$ cat src/hdl/ob_cfg_pkg.sv
//////////////////////////////////////////////////
// Sizes of the order book fields and storage.
// Every width and depth in the design is taken
// from here through scoped names.
//////////////////////////////////////////////////

package ob_cfg_pkg;

  // Field widths of an order
  localparam int UID_W   = 8;
  localparam int PRICE_W = 16;
  localparam int QTY_W   = 12;

  // Resting orders held per side of the book
  localparam int TABLE_N = 8;

  // Width of a table's entry count, which must reach TABLE_N itself
  localparam int TABLE_CNT_W = $clog2(TABLE_N + 1);

  // Depth of the ingress and egress queues
  localparam int FIFO_N = 4;

endpackage

$ cat src/hdl/ob_pkg.sv
//////////////////////////////////////////////////
// Command, response and resting entry types of
// the order book, with the response kind encoding.
//////////////////////////////////////////////////

package ob_pkg;

  typedef logic [ob_cfg_pkg::UID_W-1:0]   uid_t;
  typedef logic [ob_cfg_pkg::PRICE_W-1:0] price_t;
  typedef logic [ob_cfg_pkg::QTY_W-1:0]   qty_t;

  // Incoming limit order as it sits in the ingress queue
  typedef struct packed {
    logic   is_sell;
    uid_t   uid;
    price_t price;
    qty_t   qty;
  } cmd_t;

  // Order resting in a bid or ask table
  typedef struct packed {
    uid_t   uid;
    price_t price;
    qty_t   qty;
  } entry_t;

  typedef enum logic [1:0] {
    RSP_TRADE  = 2'd0,
    RSP_ADDED  = 2'd1,
    RSP_REJECT = 2'd2
  } rsp_kind_t;

  // The match_uid field names the resting order and is zero unless a trade
  typedef struct packed {
    rsp_kind_t kind;
    uid_t      uid;
    uid_t      match_uid;
    price_t    price;
    qty_t      qty;
  } rsp_t;

endpackage

$ cat src/hdl/ob_table_if.sv
//////////////////////////////////////////////////
// Link between one price table and the match
// controller. The table takes modport tbl and the
// controller takes modport cntrl.
//////////////////////////////////////////////////

interface ob_table_if;

  // Head of the table, driven by the table
  logic           head_vld;
  ob_pkg::entry_t head;
  logic           full;

  // Operations from the controller, at most one per cycle
  logic           pop;
  logic           upd;
  ob_pkg::qty_t   upd_qty;
  logic           insert;
  ob_pkg::entry_t ins_entry;

  modport tbl (
    output head_vld, head, full,
    input  pop, upd, upd_qty, insert, ins_entry
  );

  modport cntrl (
    input  head_vld, head, full,
    output pop, upd, upd_qty, insert, ins_entry
  );

endinterface

$ cat src/hdl/ob_fifo.sv
//////////////////////////////////////////////////
// Registered circular queue. Serves as the command
// ingress and the response egress of the book.
//////////////////////////////////////////////////

module ob_fifo #(
    parameter int W = 8
  , parameter int N = ob_cfg_pkg::FIFO_N
) (
    input  logic         clk
  , input  logic         rst_n
  , input  logic         push
  , input  logic [W-1:0] push_data
  , input  logic         pop
  , output logic [W-1:0] pop_data
  , output logic         empty
  , output logic         full
);

  logic [W-1:0]           mem [N];
  logic [$clog2(N)-1:0]   rd_ptr;
  logic [$clog2(N)-1:0]   wr_ptr;
  logic [$clog2(N+1)-1:0] count;
  logic                   do_push;
  logic                   do_pop;

  // A pop frees a slot in the same cycle, so a full queue still takes a push
  assign do_pop   = pop & ~empty;
  assign do_push  = push & (~full | do_pop);

  assign empty    = (count == '0);
  assign full     = (count == N);
  assign pop_data = mem[rd_ptr];

  always_ff @(posedge clk) begin
    if (do_push) begin
      mem[wr_ptr] <= push_data;
    end
  end

  always_ff @(posedge clk or negedge rst_n) begin
    if (!rst_n) begin
      rd_ptr <= '0;
      wr_ptr <= '0;
      count  <= '0;
    end else begin
      if (do_push) begin
        wr_ptr <= (wr_ptr == N - 1) ? '0 : wr_ptr + 1'b1;
      end
      if (do_pop) begin
        rd_ptr <= (rd_ptr == N - 1) ? '0 : rd_ptr + 1'b1;
      end
      case ({do_push, do_pop})
        2'b10:   count <= count + 1'b1;
        2'b01:   count <= count - 1'b1;
        default: count <= count;
      endcase
    end
  end

endmodule

$ cat src/hdl/ob_price_table.sv
//////////////////////////////////////////////////
// One side of the book, kept sorted best first.
// Bids descend in price and asks ascend, and
// equal prices keep their arrival order.
//////////////////////////////////////////////////

module ob_price_table #(
    parameter bit IS_ASK = 1'b0
) (
    input logic       clk
  , input logic       rst_n
  , ob_table_if.tbl   tbl
);

  ob_pkg::entry_t                     entries  [ob_cfg_pkg::TABLE_N];
  ob_pkg::entry_t                     ins_next [ob_cfg_pkg::TABLE_N];
  logic [ob_cfg_pkg::TABLE_CNT_W-1:0] count;
  logic [ob_cfg_pkg::TABLE_N-1:0]     ahead;

  assign tbl.head_vld = (count != '0);
  assign tbl.head     = entries[0];
  assign tbl.full     = (count == ob_cfg_pkg::TABLE_N);

  // Valid entries priced better than or equal to the new one stay in front of it
  always_comb begin
    for (int i = 0; i < ob_cfg_pkg::TABLE_N; i++) begin
      if (IS_ASK) begin
        ahead[i] = (i < count) && (entries[i].price <= tbl.ins_entry.price);
      end else begin
        ahead[i] = (i < count) && (entries[i].price >= tbl.ins_entry.price);
      end
    end
  end

  // The table is sorted, so ahead is a run of ones from slot 0 and the new
  // entry lands in the first slot that is not ahead
  always_comb begin
    ins_next[0] = ahead[0] ? entries[0] : tbl.ins_entry;
    for (int i = 1; i < ob_cfg_pkg::TABLE_N; i++) begin
      if (ahead[i]) begin
        ins_next[i] = entries[i];
      end else if (ahead[i-1]) begin
        ins_next[i] = tbl.ins_entry;
      end else begin
        ins_next[i] = entries[i-1];
      end
    end
  end

  always_ff @(posedge clk) begin
    if (tbl.insert) begin
      for (int i = 0; i < ob_cfg_pkg::TABLE_N; i++) begin
        entries[i] <= ins_next[i];
      end
    end else if (tbl.pop) begin
      for (int i = 0; i < ob_cfg_pkg::TABLE_N - 1; i++) begin
        entries[i] <= entries[i+1];
      end
    end else if (tbl.upd) begin
      // Partial fill keeps the head in place with what is left of it
      entries[0].qty <= tbl.upd_qty;
    end
  end

  always_ff @(posedge clk or negedge rst_n) begin
    if (!rst_n) begin
      count <= '0;
    end else if (tbl.insert) begin
      count <= count + 1'b1;
    end else if (tbl.pop) begin
      count <= count - 1'b1;
    end
  end

endmodule

$ cat src/hdl/ob_match_cntrl.sv
//////////////////////////////////////////////////
// Matching engine. Takes one command at a time,
// trades it against the opposite table head, and
// rests or rejects whatever quantity remains.
//////////////////////////////////////////////////

module ob_match_cntrl (
    input  logic         clk
  , input  logic         rst_n
  , input  logic         cmd_vld
  , input  ob_pkg::cmd_t cmd
  , input  logic         rsp_full
  , output logic         cmd_pop
  , output logic         rsp_push
  , output ob_pkg::rsp_t rsp
  , ob_table_if.cntrl    bid
  , ob_table_if.cntrl    ask
);

  typedef enum logic [1:0] {
    IDLE,
    MATCH,
    SETTLE
  } state_t;

  state_t         state;
  state_t         state_nxt;

  // Working order
  logic           work_is_sell;
  ob_pkg::uid_t   work_uid;
  ob_pkg::price_t work_price;
  ob_pkg::qty_t   rem_qty;

  logic           opp_vld;
  ob_pkg::entry_t opp_head;
  logic           own_full;
  logic           price_ok;
  logic           crosses;
  ob_pkg::qty_t   trade_qty;
  logic           head_done;
  logic           opp_pop;
  logic           opp_upd;
  logic           own_ins;
  logic           trade_fire;

  // A sell works against the bids and rests among the asks, a buy the reverse
  always_comb begin
    opp_vld  = work_is_sell ? bid.head_vld : ask.head_vld;
    opp_head = work_is_sell ? bid.head : ask.head;
    own_full = work_is_sell ? ask.full : bid.full;
    if (work_is_sell) begin
      price_ok = (opp_head.price >= work_price);
    end else begin
      price_ok = (opp_head.price <= work_price);
    end
    // A used up order stops matching even if the books still cross
    crosses   = opp_vld & price_ok & (rem_qty != '0);
    trade_qty = (rem_qty < opp_head.qty) ? rem_qty : opp_head.qty;
    head_done = (trade_qty == opp_head.qty);
  end

  always_comb begin
    state_nxt     = state;
    cmd_pop       = 1'b0;
    rsp_push      = 1'b0;
    opp_pop       = 1'b0;
    opp_upd       = 1'b0;
    own_ins       = 1'b0;
    trade_fire    = 1'b0;
    rsp.kind      = ob_pkg::RSP_ADDED;
    rsp.uid       = work_uid;
    rsp.match_uid = '0;
    rsp.price     = work_price;
    rsp.qty       = rem_qty;
    case (state)
      IDLE: begin
        if (cmd_vld) begin
          cmd_pop   = 1'b1;
          state_nxt = MATCH;
        end
      end
      MATCH: begin
        // Each branch that answers waits on a full egress queue
        if (crosses) begin
          if (!rsp_full) begin
            rsp_push      = 1'b1;
            trade_fire    = 1'b1;
            rsp.kind      = ob_pkg::RSP_TRADE;
            rsp.match_uid = opp_head.uid;
            rsp.price     = opp_head.price;
            rsp.qty       = trade_qty;
            opp_pop       = head_done;
            opp_upd       = ~head_done;
            state_nxt     = SETTLE;
          end
        end else if (rem_qty == '0) begin
          state_nxt = IDLE;
        end else if (!rsp_full) begin
          rsp_push  = 1'b1;
          state_nxt = IDLE;
          if (own_full) begin
            rsp.kind = ob_pkg::RSP_REJECT;
          end else begin
            own_ins = 1'b1;
          end
        end
      end
      // Gives the table a cycle to present its new head
      SETTLE:  state_nxt = MATCH;
      default: state_nxt = IDLE;
    endcase
  end

  assign bid.pop       = opp_pop & work_is_sell;
  assign ask.pop       = opp_pop & ~work_is_sell;
  assign bid.upd       = opp_upd & work_is_sell;
  assign ask.upd       = opp_upd & ~work_is_sell;
  assign bid.upd_qty   = opp_head.qty - trade_qty;
  assign ask.upd_qty   = opp_head.qty - trade_qty;
  assign bid.insert    = own_ins & ~work_is_sell;
  assign ask.insert    = own_ins & work_is_sell;
  assign bid.ins_entry = '{uid: work_uid, price: work_price, qty: rem_qty};
  assign ask.ins_entry = '{uid: work_uid, price: work_price, qty: rem_qty};

  always_ff @(posedge clk or negedge rst_n) begin
    if (!rst_n) begin
      state <= IDLE;
    end else begin
      state <= state_nxt;
    end
  end

  always_ff @(posedge clk) begin
    if (cmd_pop) begin
      work_is_sell <= cmd.is_sell;
      work_uid     <= cmd.uid;
      work_price   <= cmd.price;
      rem_qty      <= cmd.qty;
    end else if (trade_fire) begin
      rem_qty <= rem_qty - trade_qty;
    end
  end

endmodule

$ cat src/hdl/ob.sv
//////////////////////////////////////////////////
// Order book top level. Commands enter through
// the ingress queue and every trade, added or
// reject response leaves through the egress queue.
//////////////////////////////////////////////////

module ob (
    input  logic                            clk
  , input  logic                            rst_n
  , input  logic                            cmd_vld
  , input  logic                            cmd_is_sell
  , input  logic [ob_cfg_pkg::UID_W-1:0]    cmd_uid
  , input  logic [ob_cfg_pkg::PRICE_W-1:0]  cmd_price
  , input  logic [ob_cfg_pkg::QTY_W-1:0]    cmd_qty
  , output logic                            cmd_full
  , input  logic                            rsp_accept
  , output logic                            rsp_vld
  , output ob_pkg::rsp_kind_t               rsp_kind
  , output logic [ob_cfg_pkg::UID_W-1:0]    rsp_uid
  , output logic [ob_cfg_pkg::UID_W-1:0]    rsp_match_uid
  , output logic [ob_cfg_pkg::PRICE_W-1:0]  rsp_price
  , output logic [ob_cfg_pkg::QTY_W-1:0]    rsp_qty
);

  ob_pkg::cmd_t cmd_in;
  ob_pkg::cmd_t cmd_head;
  logic         ingress_empty;
  logic         cntrl_cmd_pop;
  ob_pkg::rsp_t rsp_out;
  ob_pkg::rsp_t rsp_head;
  logic         cntrl_rsp_push;
  logic         egress_full;
  logic         egress_empty;

  ob_table_if bid_if ();
  ob_table_if ask_if ();

  assign cmd_in = '{is_sell: cmd_is_sell, uid: cmd_uid, price: cmd_price, qty: cmd_qty};

  ob_fifo #(.W($bits(ob_pkg::cmd_t))) u_ingress (
      .clk       (clk          )
    , .rst_n     (rst_n        )
    , .push      (cmd_vld      )
    , .push_data (cmd_in       )
    , .pop       (cntrl_cmd_pop)
    , .pop_data  (cmd_head     )
    , .empty     (ingress_empty)
    , .full      (cmd_full     )
  );

  ob_price_table #(.IS_ASK(1'b0)) u_bid_table (.clk(clk), .rst_n(rst_n), .tbl(bid_if));
  ob_price_table #(.IS_ASK(1'b1)) u_ask_table (.clk(clk), .rst_n(rst_n), .tbl(ask_if));

  ob_match_cntrl u_match_cntrl (
      .clk      (clk           )
    , .rst_n    (rst_n         )
    , .cmd_vld  (~ingress_empty)
    , .cmd      (cmd_head      )
    , .rsp_full (egress_full   )
    , .cmd_pop  (cntrl_cmd_pop )
    , .rsp_push (cntrl_rsp_push)
    , .rsp      (rsp_out       )
    , .bid      (bid_if        )
    , .ask      (ask_if        )
  );

  // The egress head stays put until accepted
  ob_fifo #(.W($bits(ob_pkg::rsp_t))) u_egress (
      .clk       (clk                   )
    , .rst_n     (rst_n                 )
    , .push      (cntrl_rsp_push        )
    , .push_data (rsp_out               )
    , .pop       (rsp_vld & rsp_accept  )
    , .pop_data  (rsp_head              )
    , .empty     (egress_empty          )
    , .full      (egress_full           )
  );

  assign rsp_vld       = ~egress_empty;
  assign rsp_kind      = rsp_head.kind;
  assign rsp_uid       = rsp_head.uid;
  assign rsp_match_uid = rsp_head.match_uid;
  assign rsp_price     = rsp_head.price;
  assign rsp_qty       = rsp_head.qty;

endmodule

$ cat config.mk
export PLATFORM = sky130hd
export DESIGN_NAME = ob
export DESIGN_NICKNAME = d
export VERILOG_FILES = /design/src/hdl/ob_cfg_pkg.sv /design/src/hdl/ob_pkg.sv /design/src/hdl/ob_table_if.sv /design/src/hdl/ob_fifo.sv /design/src/hdl/ob_price_table.sv /design/src/hdl/ob_match_cntrl.sv /design/src/hdl/ob.sv
export SDC_FILE = /design/constraint.sdc
export NUM_CORES = 2
export LEC_CHECK = 0
export BUFFER_PORTS_ARGS = -buffer_cell sky130_fd_sc_hd__buf_2
export CAP_MARGIN = 20
export CORE_MARGIN = 3
export CORE_UTILIZATION = 35
export CTS_BUF_LIST = sky130_fd_sc_hd__clkbuf_8
export CTS_CLUSTER_SIZE = 10
export DETAILED_ROUTE_END_ITERATION = 8
export HOLD_SLACK_MARGIN = 0.15
export PLACE_DENSITY = 0.54
export SLEW_MARGIN = 10
export SYNTH_ARGS = -nofsm -noshare
export SYNTH_HDL_FRONTEND = slang
export SYNTH_HIERARCHICAL = 1
export SYNTH_SLANG_ARGS = --single-unit
$ cat constraint.sdc
create_clock -name clk -period 13.49 [get_ports clk]
set_input_delay 0 -clock clk [delete_from_list [all_inputs] [get_ports clk]]
set_output_delay 0 -clock clk [all_outputs]
set_load 0.02 [all_outputs]
* Word-level counts from Yosys, hierarchy flattened
Memories as Yosys holds them, arrays and structs flattened.
Cells that the tools add are included.
** Word-level totals
- Register bits after elaboration :: 61
- Bits in writable memories :: 908
- Output and inout port bits :: 48
- Word-level logic and storage cells :: 269
- Memories :: 4
** Memories
- u_ask_table.entries :: words 8, width 36, read ports 8, clocked after memory_dff 0, write ports 8, RTL line ob_price_table.sv:15 : ob_pkg::entry_t entries [ob_cfg_pkg::TABLE_N];
- u_bid_table.entries :: words 8, width 36, read ports 8, clocked after memory_dff 0, write ports 8, RTL line ob_price_table.sv:15
- u_egress.mem :: words 4, width 46, read ports 1, clocked after memory_dff 0, write ports 1, RTL line ob_fifo.sv:20 : logic [W-1:0] mem [N];
- u_ingress.mem :: words 4, width 37, read ports 1, clocked after memory_dff 0, write ports 1, RTL line ob_fifo.sv:20
** Cells by class
- Add/subtract/negate cells :: 14
- Magnitude comparators :: 35
- Equality and inequality tests :: 18
- Muxes and demuxes :: 119
- Bitwise logic cells :: 37
- Reductions and logical operators :: 29
** Operator list (count)
- 36-bit 2-to-1 mux :: 48
- 16-bit >= comparator :: 9
- 16-bit <= comparator :: 9
- 12-bit 2-to-1 mux :: 5
- 1-bit 2-to-1 mux :: 45
- 3-bit by 4-bit < comparator with 1-bit output (first input constant) :: 8
- 2-bit 2-to-1 mux :: 14
- 12-bit subtractor :: 2
- 1-bit OR :: 18
- 1-bit logical AND :: 16
- 1-bit by 4-bit < comparator with 1-bit output (first input constant) :: 4
- 2-bit by 4-bit < comparator with 1-bit output (first input constant) :: 4
- 4-bit 2-to-1 mux :: 4
- 2-bit == test (second input constant) :: 7
- 1-bit bitwise AND :: 13
- 12-bit == test :: 1
- 12-bit logical NOT :: 1
- 12-bit < comparator :: 1
- 3-bit one-hot mux with 2 select lines :: 2
- 12-bit nonzero test :: 1
- 2-bit nonzero test :: 5
- 2-bit by 1-bit adder with 2-bit output (second input constant) :: 4
- 4-bit by 1-bit adder with 4-bit output (second input constant) :: 2
- 4-bit == test (second input constant) :: 2
- 13 further kinds :: 27

* Depth between registers and ports, before layout
An unclocked memory read counts as a cell.
- Depth in word-level cells :: 15
- Mapped depth :: 27
- Gate-level depth less buffers :: 23

* Modules after synthesis
The synthesis kept the hierarchy.
** Modules (own cells, without submodules)
- ob_price_table (u_ask_table) :: instances 1, cells each 2036, area an instance 19900.3 sq um, seq. area each 8748.4 sq um
- ob_price_table (u_bid_table) :: instances 1, cells each 1932, area an instance 19217.2 sq um, seq. area each 8748.4 sq um
- ob_fifo (u_egress) :: instances 1, cells each 288, area an instance 7144.4 sq um, seq. area each 5700.5 sq um
- ob_fifo (u_ingress) :: instances 1, cells each 241, area an instance 5844.4 sq um, seq. area each 4619.4 sq um
- ob_match_cntrl :: instances 1, cells each 564, area an instance 4918.5 sq um, seq. area each 1161.1 sq um
- ob :: instances 1, cells each 3, area an instance 13.8 sq um, seq. area each 0.0 sq um

* Worst setup path before layout
Ideal clock, no wire load.
- Path type :: reg2reg
- From :: reg u_match_cntrl.work_is_sell
- To :: mem u_bid_table/entries[0][108] (netlist bit) (enable)
- Data arrival time :: 6117 ps
- Data required time :: 13049 ps
- Setup slack :: 6932 ps
- Stages on the path, launching flop included :: 21
- Clock period less this slack :: 6558 ps
- Cells stage by stage :: edfxtp_1 > buf_4 > buf_6 > clkbuf_1 > mux2i_1 > ha_1 > nand4_1 > nor2_1 > a2111oi_4 > nand2_1 > clkbuf_1 > clkbuf_1 > nand2_1 > o21ai_0 > ha_1 > and3_1 > and3_1 > and3_1 > clkbuf_1 > nor2_1 > a21oi_1
** RTL lines
- from (decl) :: RTL line ob_match_cntrl.sv:30 : logic work_is_sell;
- from (signal assigned) :: RTL line ob_match_cntrl.sv:136 : work_is_sell <= cmd.is_sell;
- to (decl) :: RTL line ob_price_table.sv:15

==> qor.txt <==
port bufs -> 88
Tmin final -> 8120 ps
cts repair resizes -> 0
CTS clk-pin slew, worst paths -> 70 ps
Worst setup EP type -> flip-flop
CP required -> 14,080 ps
CTS Root Cell -> clkbuf_8
max cap viols -> 0
Core Region -> 161,000 um^2
CTS tree -> built
Post-synth EDFFs -> 945
DRT Pass-1 Iters -> 6
Hold Path Class -> in -> reg
status -> finished clean
relative slew slack -> 26.0%
RSZ-0062 raised after global routing -> false
CP arrival -> 8710 ps
slowest cell delay on critical path -> 930 ps
die area -> 168,000 um^2
share of the synthesized area in the top cell type -> 49.8%
Final Max Tran Viols -> 0
FMAX -> 0.123 GHz
GRT Util Overall -> 21.7%
Setup CP Type -> reg -> reg
met2 track utilization from global routing -> 32.0%
proportion of layout cells with a drive suffix above 1 -> 15.8%
grt peak-use layer -> met2
largest net degree at the start of global routing -> 114
largest fanout on the critical path -> 95
Final period util -> 60.2%
main combinational cell family by area after synthesis -> compound AO/OA/AOI/OAI gates
Top FF cell, synth -> edfxtp_1
CTS max path bufs -> 3
top post-synthesis cells by area -> edfxtp_1 50%, ha_1 6.8%, o21ai_0 3.8%
met1 Track Usage GR -> 31.6%
# Post-CTS Setup Buffers -> 0
FP Rows -> 147
cell taking the most area after synthesis -> edfxtp_1
CP max-delay cell -> buf_4
Detail Route Antenna Nets -> 0
Routed WL -> 188 mm
Final nets -> 5,358
H-tree depth -> 4
XOR/XNOR share of the synthesized area -> 0.522%
Syn Inst Count -> 5,064
DRC viols -> 0
area delta synth->final -> 10.2%
crit start category -> flip-flop
# clock sinks -> 969
Synth Area in Simple Gates -> 10.8%
Inserted Clock Buffers -> 169
first-pass GRT wire length -> 277 mm
Synth cell types -> 103
leading cell types by count after synthesis -> 945 x edfxtp_1, 436 x o21ai_0, 328 x nand2_1, 309 x ha_1, 305 x clkbuf_1
Avg Cell Area, Syn -> 11.3 um^2
vias in the first global route -> 41,000
final hold violations -> 0
hold buffer count at cts -> 82
routed length per placed instance -> 25.7 um
# setup viols final -> 0
global placer's final weighted congestion -> 0.942
Seq/Total Area, Yosys -> 50.8%
GR Layer Usage met3 -> 3.90%
mapped cell area -> 57,000 um^2
cell-by-cell trace of the critical path -> buf_4, mux2i_1, ha_1, a21oi_1, nor2_1, a2111oi_4, nand2_1, o21ai_0, ha_1, and3_1, and3_1, and3_1, nor2b_4, buf_4, buf_4, o21ai_0
syn_nets -> 5,416
Yosys warning total -> 6
Yosys reg bits -> 969
vias -> 43,600
DP HPWL -> 123 mm
post-DR vias/cell -> 5.97
post-synthesis mux area share -> 6.30%
I/O pin count -> 89
top-count cell post-synth -> edfxtp_1
slew of the pin with the lowest slew margin -> 1110 ps
Die Y -> 410 um
initial antenna violation count -> 8
Clk Latency, worst-skew pair -> 900 ps
detailed router's first-iteration violation count -> 5,507
Synth Area in Compound Gates -> 18.3%
initial core utilization -> 35.4%
post-synthesis adder-cell area fraction -> 6.92%
Die Wd -> 410 um
ys async rst share -> 2.48%
Fin Setup TNS -> 0 ps
clk_skew -> 56.1 ps
grt total ovfl -> 0
## layer usage
metal | share of wire, % | vias up | wire length (um)
met5 | 0 | - | 0
met4 | 3.3 | 0 | 6150
met3 | 8.4 | 296 | 15800
met2 | 44 | 2074 | 82400
met1 | 45 | 21800 | 83700
li1 | - | 19500 | -
## placed cells by master, fill, tap and decap left out, types with 126 or more instances in the layout
master	Yosys	layout
inv_1	218	272
clkbuf_8	0	175
a21oi_1	240	231
nand4_1	150	150
edfxtp_1	945	945
buf_4	135	126
o21ai_0	436	435
nand3_1	127	127
nor2_1	247	239
o211ai_1	158	158
ha_1	309	309
nand2_1	328	326
## flip-flops by register name, summed over array words and instances, names as in the netlist
name,flops
u_ingress/wr_ptr,2
u_egress/count,3
u_match_cntrl/state,2
u_ask_table/entries,288
u_bid_table/count,4
u_bid_table/entries,288
u_egress/mem,184
u_egress/rd_ptr,2
u_ingress/mem,148
u_ingress/count,3
u_match_cntrl/rem_qty,12
u_ask_table/count,4
u_match_cntrl/work_price,16
u_match_cntrl/work_is_sell,1
u_match_cntrl/work_uid,8
u_egress/wr_ptr,2
u_ingress/rd_ptr,2
## cell type report
| cell class | instances | area [um^2] |
|---|---|---|
| fillers | 15500 | 98400 |
| flip-flops and latches | 969 | 29000 |
| multi-input cells | 3342 | 24800 |
| well taps | 2160 | 2700 |
| clock buffers | 175 | 2410 |
| repair buffers | 304 | 2390 |
| inverters | 220 | 826 |
| clock inverters | 135 | 772 |
| diodes | 4 | 10.0 |
## worst max-delay path: cells and delay by family (launching register included)
| family | cells | cell delay, ps |
|---|---|---|
| fa+ha+maj | 2 | 660 |
| compound gates | 4 | 1630 |
| flops | 1 | 320 |
| simple gates | 6 | 2280 |
| mux | 1 | 700 |
| buf+inv | 3 | 2090 |
## cells by family (layout without fill, tap and decap cells)
kind of cell,Yosys count,in the layout
compound gates,1512,1512
other cells,0,4
simple gates,1237,1237
buf+inv,753,834
fa+ha+maj,315,315
mux,244,244
xor+xnor,34,34
flops,969,969
## metrics by stage
step | hold slack [ps] | instances | cell area (um^2) | utilization (%) | setup WS [ps]
2_1_floorplan | -296 | 5064 | 57000 | - | 6930
3_3_place_gp | 199 | 6905 | 58700 | 36.4 | 5720
3_5_place_dp | 212 | 6907 | 58700 | 36.4 | 5500
4_1_cts | 254 | 7299 | 62700 | 38.9 | 5460
5_1_grt | 328 | 7308 | 62900 | 39.0 | 4760
6_report | 364 | 7309 | 62900 | 39.0 | 5370
## final timing paths
check | slack [ps] | to | depth (start not counted) | start
max | 5370 | u_bid_table/entries[0][147] | 16 | u_match_cntrl/work_is_sell
min | 360 | u_egress/count[0] | 6 | rsp_accept
max reg2reg | 5370 | u_bid_table/entries[0][147] | 16 | u_match_cntrl/work_is_sell
min reg2reg | 520 | u_match_cntrl/state[0] | 1 | u_match_cntrl/state[0]
max in group asynchronous | 12470 | u_egress/rd_ptr[0] | 5 | rst_n
min in group asynchronous | 770 | u_match_cntrl/state[0] | 5 | rst_n
Power is not shown: default switching activity piles up to over one toggle a cycle in this logic, so the estimate is an artifact.
